File: src/include/klLoader_cfg.svh
// Sizes and character codes of the KL10 microcode RAM loader
`ifndef KL_LOADER_CFG_SVH
`define KL_LOADER_CFG_SVH

////////////////////////////////////////
// Word and group sizes
////////////////////////////////////////

// One decoded PDP-11 word
`define FIELD_WIDTH 16
// Field words per CRAM word
`define CRAM_GROUP 6
// Field words per DRAM even/odd pair
`define DRAM_GROUP 3

////////////////////////////////////////
// RAM geometry
////////////////////////////////////////

`define CRAM_ADDR_WIDTH 11
`define DRAM_ADDR_WIDTH 9
`define CRAM_WORD_WIDTH 86

// Load file character codes
`define CHAR_COMMA 8'h2c
`define CHAR_NEWLINE 8'h0a
`define CHAR_SEMICOLON 8'h3b

`endif

File: src/verilog/klLoaderPkg.sv
// Shared token, payload and write types of the KL10 microcode RAM loader
`include "klLoader_cfg.svh"

package klLoaderPkg;

  ////////////////////////////////////////
  // Field decoder tokens
  ////////////////////////////////////////

  // One decoded ASCIIized field
  typedef logic [`FIELD_WIDTH-1:0] tFieldWord;

  typedef enum logic [1:0] {
    typeChar,
    field,
    endOfLine,
    none
  } tTokenKind;

  // Record type is only meaningful on typeChar tokens
  typedef struct packed {
    tTokenKind  kind;
    logic [7:0] recType;
    tFieldWord  value;
  } tFieldToken;

  ////////////////////////////////////////
  // RAM payloads
  ////////////////////////////////////////

  // Control word, bit 0 on the left as in the KL10 prints
  typedef logic [0:`CRAM_WORD_WIDTH-1] tCramWord;

  // Three words per DRAM pair
  typedef struct packed {
    tFieldWord even;
    tFieldWord odd;
    tFieldWord common;
  } tDramPair;

  typedef logic [`CRAM_ADDR_WIDTH-1:0] tCramAddr;
  typedef logic [`DRAM_ADDR_WIDTH-1:0] tDramAddr;

  // CRAM write request
  typedef struct packed {
    tCramAddr addr;
    tCramWord data;
  } tCramWrite;

  // DRAM pair write, addr is the even location
  typedef struct packed {
    tDramAddr addr;
    tDramPair data;
  } tDramWrite;

  // Selects six or three words per group
  typedef enum logic {
    cram,
    dram
  } tGroupKind;

endpackage

File: src/verilog/asciiFieldDecoder.sv
// Field decoder that turns load file characters into record type, field and end of line tokens
`include "klLoader_cfg.svh"

module asciiFieldDecoder (
  input  logic                   clk,
  input  logic                   rstN,
  input  logic                   charValid,
  input  logic [7:0]             charData,
  output logic                   charReady,
  output logic                   tokenValid,
  output klLoaderPkg::tFieldToken token,
  input  logic                   tokenReady
);

  import klLoaderPkg::*;

  // Line position
  logic atLineStart;
  logic skipSpace;
  // Field being gathered
  tFieldWord acc;
  logic fieldUsed;
  // Newline came after a non-empty last field
  logic eolPending;

  logic charTake;
  logic tokenTake;
  logic isComma;
  logic isNewline;

  assign charTake = charValid && charReady;
  assign tokenTake = tokenValid && tokenReady;
  assign isComma = (charData == `CHAR_COMMA);
  assign isNewline = (charData == `CHAR_NEWLINE);

  // Hold off characters while a token waits
  assign charReady = !tokenValid;

  ////////////////////////////////////////
  // Control state
  ////////////////////////////////////////

  always_ff @(posedge clk or negedge rstN) begin
    if (!rstN) begin
      atLineStart <= 1'b1;
      skipSpace <= 1'b0;
      fieldUsed <= 1'b0;
      eolPending <= 1'b0;
      tokenValid <= 1'b0;
    end else begin
      if (tokenTake) begin
        // End of line token follows the last field directly
        tokenValid <= eolPending;
        eolPending <= 1'b0;
      end
      if (charTake) begin
        if (atLineStart) begin
          atLineStart <= 1'b0;
          skipSpace <= 1'b1;
          tokenValid <= 1'b1;
        end else if (skipSpace) begin
          // Space after the type character
          skipSpace <= 1'b0;
        end else if (isComma) begin
          fieldUsed <= 1'b0;
          tokenValid <= 1'b1;
        end else if (isNewline) begin
          atLineStart <= 1'b1;
          fieldUsed <= 1'b0;
          eolPending <= fieldUsed;
          tokenValid <= 1'b1;
        end else begin
          fieldUsed <= 1'b1;
        end
      end
    end
  end

  ////////////////////////////////////////
  // Token and field payload
  ////////////////////////////////////////

  always_ff @(posedge clk) begin
    if (tokenTake && eolPending) begin
      token.kind <= endOfLine;
    end
    if (charTake) begin
      if (atLineStart) begin
        token.kind <= typeChar;
        token.recType <= charData;
        acc <= '0;
      end else if (!skipSpace) begin
        if (isComma || (isNewline && fieldUsed)) begin
          token.kind <= field;
          token.value <= acc;
          acc <= '0;
        end else if (isNewline) begin
          // Empty last field gives only the end of line
          token.kind <= endOfLine;
          acc <= '0;
        end else begin
          // Low six bits per character, most significant first
          acc <= {acc[`FIELD_WIDTH-7:0], charData[5:0]};
        end
      end
    end
  end

endmodule

File: src/verilog/groupCounter.sv
// Group counter that splits the data words of a record line into RAM groups
`include "klLoader_cfg.svh"

module groupCounter (
  input  logic                   clk,
  input  logic                   rstN,
  input  logic                   load,
  input  klLoaderPkg::tFieldWord wordCount,
  input  klLoaderPkg::tGroupKind kind,
  input  logic                   step,
  output logic                   groupDone,
  output logic                   dataDone
);

  import klLoaderPkg::*;

  localparam int posWidth = $clog2(`CRAM_GROUP);

  // Data words still expected on this line
  tFieldWord remaining;
  // Word position inside the current group
  logic [posWidth-1:0] position;
  logic [posWidth-1:0] lastPos;
  tGroupKind groupKind;
  logic stepOk;

  // Six words per CRAM word and three per DRAM pair
  assign lastPos = (groupKind == dram) ? posWidth'(`DRAM_GROUP - 1)
                                       : posWidth'(`CRAM_GROUP - 1);

  // Nothing counts once the data words are used up
  assign stepOk = step && !dataDone;

  // Combinational so the write can start on the same clock
  assign groupDone = stepOk && (position == lastPos);

  // Next field is the checksum
  assign dataDone = (remaining == '0);

  always_ff @(posedge clk or negedge rstN) begin
    if (!rstN) begin
      remaining <= '0;
      position <= '0;
      groupKind <= cram;
    end else if (load) begin
      remaining <= wordCount;
      position <= '0;
      groupKind <= kind;
    end else if (stepOk) begin
      remaining <= remaining - 1'b1;
      if (groupDone) begin
        position <= '0;
      end else begin
        position <= position + 1'b1;
      end
    end
  end

endmodule

File: src/verilog/klLoaderTop.sv
// Top level of the KL10 microcode RAM loader from character stream to CRAM and DRAM writes
module klLoaderTop (
  input  logic                   clk,
  input  logic                   rstN,
  // Load file characters
  input  logic                   charValid,
  input  logic [7:0]             charData,
  output logic                   charReady,
  // CRAM writes
  output logic                   cramWrValid,
  output klLoaderPkg::tCramWrite cramWr,
  input  logic                   cramWrReady,
  // DRAM pair writes
  output logic                   dramWrValid,
  output klLoaderPkg::tDramWrite dramWr,
  input  logic                   dramWrReady,
  // Line status pulses
  output logic                   lineDone,
  output logic                   lineError,
  output logic                   loadEnd
);

  import klLoaderPkg::*;

  // Decoder to sequencer
  logic tokenValid;
  tFieldToken token;
  logic tokenReady;

  // Sequencer to assemblers
  logic shiftEn;
  tFieldWord fieldWord;

  // Sequencer and group counter
  logic counterLoad;
  tFieldWord wordCount;
  tGroupKind groupKind;
  logic counterStep;
  logic groupDone;
  logic dataDone;

  // Assembled payloads
  tCramWord cramPayload;
  tDramPair dramPayload;

  asciiFieldDecoder uDecoder (
    .clk        (clk),
    .rstN       (rstN),
    .charValid  (charValid),
    .charData   (charData),
    .charReady  (charReady),
    .tokenValid (tokenValid),
    .token      (token),
    .tokenReady (tokenReady)
  );

  loadSequencer uSequencer (
    .clk         (clk),
    .rstN        (rstN),
    .tokenValid  (tokenValid),
    .token       (token),
    .tokenReady  (tokenReady),
    .shiftEn     (shiftEn),
    .fieldWord   (fieldWord),
    .counterLoad (counterLoad),
    .wordCount   (wordCount),
    .groupKind   (groupKind),
    .counterStep (counterStep),
    .groupDone   (groupDone),
    .dataDone    (dataDone),
    .cramPayload (cramPayload),
    .dramPayload (dramPayload),
    .cramWrValid (cramWrValid),
    .cramWr      (cramWr),
    .cramWrReady (cramWrReady),
    .dramWrValid (dramWrValid),
    .dramWr      (dramWr),
    .dramWrReady (dramWrReady),
    .lineDone    (lineDone),
    .lineError   (lineError),
    .loadEnd     (loadEnd)
  );

  groupCounter uCounter (
    .clk       (clk),
    .rstN      (rstN),
    .load      (counterLoad),
    .wordCount (wordCount),
    .kind      (groupKind),
    .step      (counterStep),
    .groupDone (groupDone),
    .dataDone  (dataDone)
  );

  // Six words into the CRAM bit ranges
  wordAssembler #(.tPayload(tCramWord)) uCramAssembler (
    .clk       (clk),
    .rstN      (rstN),
    .shiftEn   (shiftEn),
    .fieldWord (fieldWord),
    .payload   (cramPayload)
  );

  // Even, odd and common words of a DRAM pair
  wordAssembler #(.tPayload(tDramPair)) uDramAssembler (
    .clk       (clk),
    .rstN      (rstN),
    .shiftEn   (shiftEn),
    .fieldWord (fieldWord),
    .payload   (dramPayload)
  );

endmodule

File: src/verilog/loadSequencer.sv
// Load sequencer FSM that parses record lines, issues RAM writes and checks line checksums
`include "klLoader_cfg.svh"

module loadSequencer (
  input  logic                   clk,
  input  logic                   rstN,
  // Tokens from the field decoder
  input  logic                   tokenValid,
  input  klLoaderPkg::tFieldToken token,
  output logic                   tokenReady,
  // Assembler and counter control
  output logic                   shiftEn,
  output klLoaderPkg::tFieldWord fieldWord,
  output logic                   counterLoad,
  output klLoaderPkg::tFieldWord wordCount,
  output klLoaderPkg::tGroupKind groupKind,
  output logic                   counterStep,
  input  logic                   groupDone,
  input  logic                   dataDone,
  input  klLoaderPkg::tCramWord  cramPayload,
  input  klLoaderPkg::tDramPair  dramPayload,
  // Write streams
  output logic                   cramWrValid,
  output klLoaderPkg::tCramWrite cramWr,
  input  logic                   cramWrReady,
  output logic                   dramWrValid,
  output klLoaderPkg::tDramWrite dramWr,
  input  logic                   dramWrReady,
  // One-cycle line status
  output logic                   lineDone,
  output logic                   lineError,
  output logic                   loadEnd
);

  import klLoaderPkg::*;

  typedef enum logic [2:0] {
    stType,
    stCount,
    stAddress,
    stData,
    stChecksum,
    stSkip,
    stWriteWait
  } tState;

  typedef enum logic [1:0] {
    recCram,
    recDram,
    recComment,
    recUnknown
  } tRecKind;

  tState state;
  tRecKind recKind;
  // Running 16-bit line sum
  tFieldWord sum;
  // RAM address of the next write
  tFieldWord ramAddr;
  // Zero word count seen
  logic endLine;

  logic take;
  logic takeField;
  logic takeEol;
  logic wrTake;

  ////////////////////////////////////////
  // Handshakes and datapath steering
  ////////////////////////////////////////

  // Stall the token stream behind a pending write
  assign tokenReady = (state != stWriteWait);
  assign take = tokenValid && tokenReady;
  assign takeField = take && (token.kind == field);
  assign takeEol = take && (token.kind == endOfLine);
  assign wrTake = (cramWrValid && cramWrReady) || (dramWrValid && dramWrReady);

  // First field loads the counter
  assign counterLoad = takeField && (state == stCount);
  assign wordCount = token.value;
  assign groupKind = (recKind == recDram) ? dram : cram;

  // Data words go to both assemblers, the checksum does not
  assign shiftEn = takeField && (state == stData) && !dataDone;
  assign counterStep = shiftEn;
  assign fieldWord = token.value;

  assign cramWr.addr = ramAddr[`CRAM_ADDR_WIDTH-1:0];
  assign cramWr.data = cramPayload;
  assign dramWr.addr = ramAddr[`DRAM_ADDR_WIDTH-1:0];
  assign dramWr.data = dramPayload;

  ////////////////////////////////////////
  // Line FSM
  ////////////////////////////////////////

  always_ff @(posedge clk or negedge rstN) begin
    if (!rstN) begin
      state <= stType;
      recKind <= recCram;
      sum <= '0;
      ramAddr <= '0;
      endLine <= 1'b0;
      cramWrValid <= 1'b0;
      dramWrValid <= 1'b0;
      lineDone <= 1'b0;
      lineError <= 1'b0;
      loadEnd <= 1'b0;
    end else begin
      lineDone <= 1'b0;
      lineError <= 1'b0;
      loadEnd <= 1'b0;
      // Newline before the checksum
      if (takeEol && (state inside {stCount, stAddress, stData})) begin
        lineDone <= 1'b1;
        lineError <= 1'b1;
        state <= stType;
      end
      case (state)
        stType: begin
          if (take && (token.kind == typeChar)) begin
            endLine <= 1'b0;
            if (token.recType == "C") begin
              recKind <= recCram;
              state <= stCount;
            end else if (token.recType == "D") begin
              recKind <= recDram;
              state <= stCount;
            end else if (token.recType == `CHAR_SEMICOLON) begin
              recKind <= recComment;
              state <= stSkip;
            end else begin
              recKind <= recUnknown;
              state <= stSkip;
            end
          end
        end
        stCount: begin
          if (takeField) begin
            sum <= token.value;
            // End of file line carries no checksum
            if (token.value == '0) begin
              endLine <= 1'b1;
              state <= stSkip;
            end else begin
              state <= stAddress;
            end
          end
        end
        stAddress: begin
          if (takeField) begin
            sum <= sum + token.value;
            ramAddr <= token.value;
            state <= stData;
          end
        end
        stData: begin
          if (takeField) begin
            sum <= sum + token.value;
            if (dataDone) begin
              // This field was the checksum
              state <= stChecksum;
            end else if (groupDone) begin
              // Payload is complete on the next clock
              if (recKind == recDram) begin
                dramWrValid <= 1'b1;
              end else begin
                cramWrValid <= 1'b1;
              end
              state <= stWriteWait;
            end
          end
        end
        stChecksum: begin
          // Good line sums to zero
          if (takeEol) begin
            lineDone <= 1'b1;
            lineError <= (sum != '0);
            state <= stType;
          end
        end
        stSkip: begin
          // Comment lines end silently
          if (takeEol) begin
            lineDone <= (recKind != recComment);
            lineError <= (recKind == recUnknown);
            loadEnd <= endLine;
            state <= stType;
          end
        end
        stWriteWait: begin
          if (wrTake) begin
            cramWrValid <= 1'b0;
            dramWrValid <= 1'b0;
            // One step per CRAM word and two per DRAM pair
            if (recKind == recDram) begin
              ramAddr <= ramAddr + 16'd2;
            end else begin
              ramAddr <= ramAddr + 16'd1;
            end
            state <= stData;
          end
        end
        default: begin
          state <= stType;
        end
      endcase
    end
  end

endmodule

File: src/verilog/wordAssembler.sv
// Shift register that gathers decoded field words into one RAM payload
`include "klLoader_cfg.svh"

module wordAssembler #(
  parameter type tPayload = klLoaderPkg::tDramPair
) (
  input  logic                   clk,
  input  logic                   rstN,
  input  logic                   shiftEn,
  input  klLoaderPkg::tFieldWord fieldWord,
  output tPayload                payload
);

  import klLoaderPkg::*;

  // Field words needed to cover the payload
  localparam int numWords = ($bits(tPayload) + `FIELD_WIDTH - 1) / `FIELD_WIDTH;
  localparam int regWidth = numWords * `FIELD_WIDTH;

  // Oldest word ends up at the top
  logic [regWidth-1:0] shiftReg;

  always_ff @(posedge clk or negedge rstN) begin
    if (!rstN) begin
      shiftReg <= '0;
    end else if (shiftEn) begin
      shiftReg <= {shiftReg[regWidth-`FIELD_WIDTH-1:0], fieldWord};
    end
  end

  ////////////////////////////////////////
  // Payload placement
  ////////////////////////////////////////

  if ($bits(tPayload) == `CRAM_WORD_WIDTH) begin : gCramPlace
    tCramWord cramWord;

    // Load file order is 64-79, 48-63, 32-47, 16-31, 0-15 then 80-85
    always_comb begin
      cramWord[64:79] = shiftReg[95:80];
      cramWord[48:63] = shiftReg[79:64];
      cramWord[32:47] = shiftReg[63:48];
      cramWord[16:31] = shiftReg[47:32];
      cramWord[0:15] = shiftReg[31:16];
      // CALL and DISP special field
      cramWord[80:85] = shiftReg[5:0];
    end

    assign payload = tPayload'(cramWord);
  end else begin : gPlainPlace
    // Even, odd, common in arrival order
    assign payload = tPayload'(shiftReg);
  end

endmodule
File: config.mk
export PLATFORM = sky130hd
export DESIGN_NAME = klLoaderTop
export DESIGN_NICKNAME = d
export VERILOG_FILES = /design/src/verilog/klLoaderPkg.sv /design/src/verilog/asciiFieldDecoder.sv /design/src/verilog/groupCounter.sv /design/src/verilog/klLoaderTop.sv /design/src/verilog/loadSequencer.sv /design/src/verilog/wordAssembler.sv
export VERILOG_INCLUDE_DIRS = /design/src /design/src/include
export SDC_FILE = /design/constraint.sdc
export NUM_CORES = 1
export LEC_CHECK = 0
export BUFFER_PORTS_ARGS = -buffer_cell sky130_fd_sc_hd__buf_2
export CAP_MARGIN = 25
export CELL_PAD_IN_SITES_DETAIL_PLACEMENT = 1
export CELL_PAD_IN_SITES_GLOBAL_PLACEMENT = 2
export CORE_ASPECT_RATIO = 2
export CORE_MARGIN = 2
export CORE_UTILIZATION = 31
export CTS_CLUSTER_SIZE = 40
export DETAILED_ROUTE_END_ITERATION = 7
export HOLD_SLACK_MARGIN = 0.12
export PLACE_DENSITY_LB_ADDON = 0.1
export SKIP_CTS_REPAIR_TIMING = 1
export SLEW_MARGIN = 40
export SYNTH_ARGS = -nofsm -noshare
export SYNTH_HDL_FRONTEND = slang
export SYNTH_SLANG_ARGS = --single-unit
File: constraint.sdc
create_clock -name clk -period 2.48 [get_ports clk]
set_clock_uncertainty 0.2 [all_clocks]
set_input_delay 0.124 -clock clk [delete_from_list [all_inputs] [get_ports clk]]
set_output_delay 0.124 -clock clk [all_outputs]
set_load 0.005 [all_outputs]
==> Yosys cells after proc, flatten, opt, wreduce, memory -nomap -nowiden <==
Cells that the tools add are included.
{ "classes": {"addsub": 5, "n_mul": 0, "n_div": 0, "n_lt_le_gt_ge": 0, "n_eq_ne": 30, "shift": 0, "n_mux": 85, "bitwise_logic": 2, "reduce_logical": 42} }
{ "ops": {"columns": ["cell", "count"], "rows": [
  ["16-bit two-way mux", 12],
  ["16-bit case mux with 2 select lines", 2],
  ["3-bit two-way mux", 16],
  ["1-bit two-way mux", 40],
  ["16-bit logical NOT", 2],
  ["26-bit two-way mux", 1],
  ["3-bit case mux with 6 select lines", 1],
  ["16-bit by 1-bit adder with 16-bit output (second input constant)", 1],
  ["16-bit adder", 1],
  ["16-bit by 2-bit adder with 16-bit output (second input constant)", 1],
  ["8-bit by 6-bit == test with 1-bit output (second input constant)", 2],
  ["8-bit by 7-bit == test with 1-bit output (second input constant)", 2],
  ["2-bit by 1-bit inequality test with 1-bit output (second input constant)", 8],
  ["16-bit nonzero test", 1],
  ["16-bit by 1-bit subtractor with 16-bit output (second input constant)", 1],
  ["1-bit logical AND", 15],
  ["2-bit two-way mux", 7],
  ["6-bit AND reduction", 2],
  ["2-bit inequality test (second input constant)", 5],
  ["1-bit case mux with 2 select lines", 5],
  ["2-bit nonzero test", 5],
  ["3-bit == test (second input constant)", 3],
  ["3-bit AND reduction", 3],
  ["8-bit by 4-bit == test with 1-bit output (second input constant)", 1],
  ["other kinds (17)", 27]
]} }
{ "totals": {"register_bits": 254, "latch_bits": 0, "mem_bits_rw": 0, "rom_bits": 0, "input_bits": 13, "mem_count": 0} }

==> Logic depth before layout (Yosys ltp) <==
{ "logic_depth": {"word_depth": 11, "mapped_depth": 12, "depth_no_buf": 10} }

==> By module <==
A second synthesis with hierarchy kept.
{ "unflattened": {"cells_unflattened": 1145, "hier_area_um2": 13402.9} }
{ "modules_own_cells": {"columns": ["mod", "n_inst", "cells_each", "area_each_um2", "seq_area_each_um2"], "rows": [
  ["wordAssembler (uCramAssembler)", 1, 289, 4410.5, 2402.3],
  ["loadSequencer", 1, 526, 4139.0, 950.9],
  ["wordAssembler (uDramAssembler)", 1, 101, 1860.5, 1201.2],
  ["asciiFieldDecoder", 1, 98, 1760.4, 1367.6],
  ["groupCounter", 1, 131, 1232.4, 500.5]
]} }

==> Worst setup path before layout <==
No wires, ideal clock.
{ "synth_path": {"kind": "reg-to-reg", "startpoint": "register uDecoder.token[3] (netlist name)", "endpoint": "register uSequencer.sum[15]", "setup_ns": 0.104, "arrival_ns": 2.448, "required_time_ns": 2.176, "path_slack_ns": -0.272, "path_stages_with_launch": 9, "path_buffers": 0, "path_cell_list": "edfxtp_1 -> ha_1 -> a21oi_1 -> o22ai_1 -> a2111oi_0 -> o31a_1 -> o311ai_0 -> a2bb2oi_1 -> a221oi_1"} }
{ "synth_via": {"elab_chain_len": 3} }
{ "synth_lines": {"columns": ["element", "line_no", "rtl"], "rows": [
  ["16-bit adder", "loadSequencer.sv:153, loadSequencer.sv:160", null],
  ["16-bit two-way mux", "loadSequencer.sv:152, loadSequencer.sv:159", null],
  ["16-bit case mux with 2 select lines", "loadSequencer.sv:120", "case (state)"],
  ["end signal, assigned", "loadSequencer.sv:141", "sum <= token.value;"],
  ["end signal, assigned", "loadSequencer.sv:153", "sum <= sum + token.value;"],
  ["end signal, assigned", "loadSequencer.sv:160", "sum <= sum + token.value;"],
  ["end, declared", "loadSequencer.sv:57", "tFieldWord sum;"]
]} }
No other way between the ends. The select of a mux whose other input is x is not followed.
A chain may end at the register's enable or synchronous reset.

==> Worst setup path after layout <==
{ "layout_path": {"startpoint": "register uCounter.remaining[5]", "endpoint": "register uCounter.remaining[14]"} }
{ "layout_via": {"elab_chain_len": 5, "word_cells_on_any_way": 8, "cone_classes": "add/sub (1); mux (2); reduce/logical (5)"} }
{ "layout_lines": {"columns": ["element", "line_no", "rtl"], "rows": [
  ["start, declared", "groupCounter.sv:20", "tFieldWord remaining;"],
  ["start signal, assigned", "groupCounter.sv:46", "remaining <= wordCount;"],
  ["start signal, assigned", "groupCounter.sv:50", "remaining <= remaining - 1'b1;"],
  ["parallel branches: the longest is 5 deep, another holds 16-bit by 1-bit subtractor with 16-bit output", null, null]
]} }
Parallel ways; which one is timed is not known. The select of a mux whose other input is x is not followed.

==> results.sh <==
export IMPL_status="finished, violations left"
export IMPL_violations="negative setup slack"
export IMPL_rows=91
export IMPL_synth_yosys_seq_area_share=0.544
export IMPL_hold_depth=2
export IMPL_tightest_slew_ps=922
export IMPL_setup_violations=3
export IMPL_finalCritPeriodShare=1.05
export IMPL_detail_route_antenna_nets=0
export IMPL_grt_max_degree=60
export IMPL_layout_nets=1282
export IMPL_r2r_start="uCounter.remaining[5]$_DFFE_PN0P_"
export IMPL_clkLatencyLatePin_ps=530
export IMPL_die_y_um=253
export IMPL_crit_path_max_incr_delay_ps=560
export IMPL_period_needed_ps=2600
export IMPL_crit_arrival_ps=2810
export IMPL_place_congestion=0.794
export IMPL_drv_cap=0
export IMPL_yosysWarnings=0
export IMPL_synthCells=1037
export IMPL_hold_viol=0
export IMPL_hold_path_class="in -> reg"
export IMPL_p_leak_uw=0.00638
export IMPL_grt_overflow=0
export IMPL_h_tree_depth=1
export IMPL_diodes=0
export IMPL_ys_top_cells_by_area="dfrtp_1 (41%), nand2_1 (14%), edfxtp_1 (13%)"
export IMPL_drc=0
export IMPL_slowest_stage="or4_4"
export IMPL_cts_root_buf="clkbuf_16"
export IMPL_ys_types=65
export IMPL_io_pins=173
export IMPL_slew_headroom=0.380
export IMPL_end_kind="flip-flop"
export IMPL_vias=8114
export IMPL_crit_chain="or4_4 > or3_4 > nand2b_4 > or3_4 > o21ai_2 > o21ai_1 > a221o_1"
export IMPL_drt_iter0_drc=372
export IMPL_cts_tree="yes"
export IMPL_critPathMostFrequentCell="or3_4"
export IMPL_cts_made_buffers=22
export IMPL_synthFlopType="dfrtp_1"
export IMPL_grt_usage=0.186
export IMPL_max_freq_mhz=385
export IMPL_clock_path_buffers=3
export IMPL_syn_avg_cell_area_um2=9.25
export IMPL_cts_sinks=201
export IMPL_hp_start="charData[7]"
export IMPL_critPathKind="reg -> reg"
export IMPL_synth_area_um2=9600
export IMPL_synth_edff_count=40
export IMPL_grt_pass1_vias=8441
export IMPL_yosys_area_top_type="dfrtp_1"
export IMPL_ys_ff_latch=201
export IMPL_initial_core_util=0.313
export IMPL_async_flop_share=0.791
export IMPL_syn2layout_area_growth_pct=28.5
export IMPL_clkTransAtPathRegs_ps=70
export IMPL_r2r_setup_slack_ps=-120
export IMPL_antenna_found_initial=0
export IMPL_io_buffer_count=172
export IMPL_holdWs_ps=128
export IMPL_slew_violations=0
export IMPL_synth_top_area_frac=0.412
export IMPL_die_area_um2=32500
export IMPL_vias_per_cell=4.96
export IMPL_wire_per_inst_um=18.6
export IMPL_dpl_hpwl_um=21900
export IMPL_power_density_nw_per_um2=572
export IMPL_ff2ff_path_depth=7
export IMPL_coreArea_um2=30600
export IMPL_path_max_fanout=4
export IMPL_whs_endpoint="uDecoder.token[23]$_DFFE_PP_"
export IMPL_drt_wl_total_um=30400
export IMPL_dieWidth_um=128
export IMPL_drive_above_1_share=0.277
export IMPL_rr_endpoint="uCounter.remaining[14]$_DFFE_PN0P_"
export IMPL_cp_required_ps=2690
export IMPL_rsz0062_at_grt="true"
export IMPL_totalPowerFinal_uw=7060
export IMPL_grt_pass1_wl_um=47400
export IMPL_setup_ws_ps=-120
export IMPL_syn_num_nets=1070
export IMPL_startpoint_type="flip-flop"
export IMPL_max_vdd_ir_drop_mv=0.369
export IMPL_first_pass_iters=4
==> logic make-up after synthesis <==
| group | after synthesis | synth area share |
|---|---|---|
| buffers and inverters | 108 | 0.0626 |
| AND/OR/NAND/NOR | 526 | 0.240 |
| flip-flops | 201 | 0.544 |
| XOR/XNOR | 20 | 0.0183 |
| adder cells (fa/ha/maj) | 20 | 0.0269 |
| AO/OA/AOI/OAI | 158 | 0.104 |
| multiplexers | 4 | 0.00430 |
==> metrics by stage <==
step	cells	TNS [ps]	utilization	instance area [µm²]	setup WS, ps
2_1_floorplan	1037	-209	-	9600	-104
3_3_place_gp	1578	-345	0.364	11200	-180
3_5_place_dp	1578	-971	0.364	11200	-295
4_1_cts	1618	-2590	0.389	11900	-332
5_1_grt	1637	-7420	0.402	12300	-184
6_report	1637	-255	0.402	12300	-120
==> worst max-delay path by stage <==
stage                                           start                                  to  slack [ps]  cells after the start
floorplan           uCounter.remaining[4]$_DFFE_PN0P_  uCounter.remaining[14]$_DFFE_PN0P_        -100                      7
global placement          uDecoder.token[1]$_DFFE_PP_      uSequencer.sum[15]$_DFFE_PN0P_        -180                      8
detailed placement        uDecoder.token[2]$_DFFE_PP_      uSequencer.sum[15]$_DFFE_PN0P_        -290                      8
CTS                       uDecoder.token[2]$_DFFE_PP_      uSequencer.sum[15]$_DFFE_PN0P_        -330                      8
global route        uCounter.remaining[5]$_DFFE_PN0P_  uCounter.remaining[14]$_DFFE_PN0P_        -180                      7
finish              uCounter.remaining[5]$_DFFE_PN0P_  uCounter.remaining[14]$_DFFE_PN0P_        -120                      7
==> layer usage <==
layer  track usage  up-vias  routed length (µm)
met5             0        -                   0
met4        0.0562        0                 728
met3        0.0184       40                 859
met2         0.324      147               15500
met1         0.241     4043               13300
li1              -     3884                   -
==> Yosys cell counts, drive strengths merged (8+ instances only) <==
cell    number
or3          9
o21ai       43
nor2        52
a21oi       42
inv         12
xnor2       12
ha          19
nand3       21
a21o         9
buf         60
nor4        12
and2        14
nor2b       12
clkbuf      36
dfrtp      158
nand2      355
nor3        14
edfxtp      40
xor2         8
==> area by class of cell <==
cell class	count	area [µm²]
clock buffers	29	607
inverters	12	45.0
flip-flops and latches	201	5220
clock inverters	11	146
well taps	372	465
fillers	3552	18300
multi-input cells	728	4010
repair buffers	284	1830
==> cells in the final DEF (no fill, tap or decap), drive strengths merged, types with 12 or more instances in the layout <==
| master | instances |
|---|---|
| nor2 | 52 |
| dlygate4sd3 | 13 |
| dfrtp | 158 |
| nor3 | 14 |
| xnor2 | 12 |
| buf | 270 |
| edfxtp | 40 |
| nor4 | 12 |
| clkbuf | 30 |
| a21oi | 42 |
| nor2b | 12 |
| o21ai | 43 |
| ha | 19 |
| nand3 | 21 |
| inv | 12 |
| nand2 | 355 |
| and2 | 14 |
==> critical path, delay by kind of cell (launching register included) <==
| kind | cells | cell delay, ps |
|---|---|---|
| AOI/OAI and AO/OA | 3 | 490 |
| DFF | 1 | 390 |
| and+or+nand+nor | 4 | 1400 |
==> state kept, by name (all words and copies together), names as in the netlist, 2 cells and up <==
name                     count
uCounter.position            3
uSequencer.ramAddr          11
uDecoder.acc                16
uSequencer.sum              16
uCramAssembler.shiftReg     96
uSequencer.state             3
uDecoder.token              26
uSequencer.recKind           2
uCounter.remaining          16
==> where the power goes <==
part	switching [µW]	total (µW)	internal, µW	leakage, µW
Clock	1400	3440	2040	0.000367
Combinational	122	197	74.9	0.00342
Sequential	17.3	3420	3400	0.00259
Power figures use the tool's default switching activity.
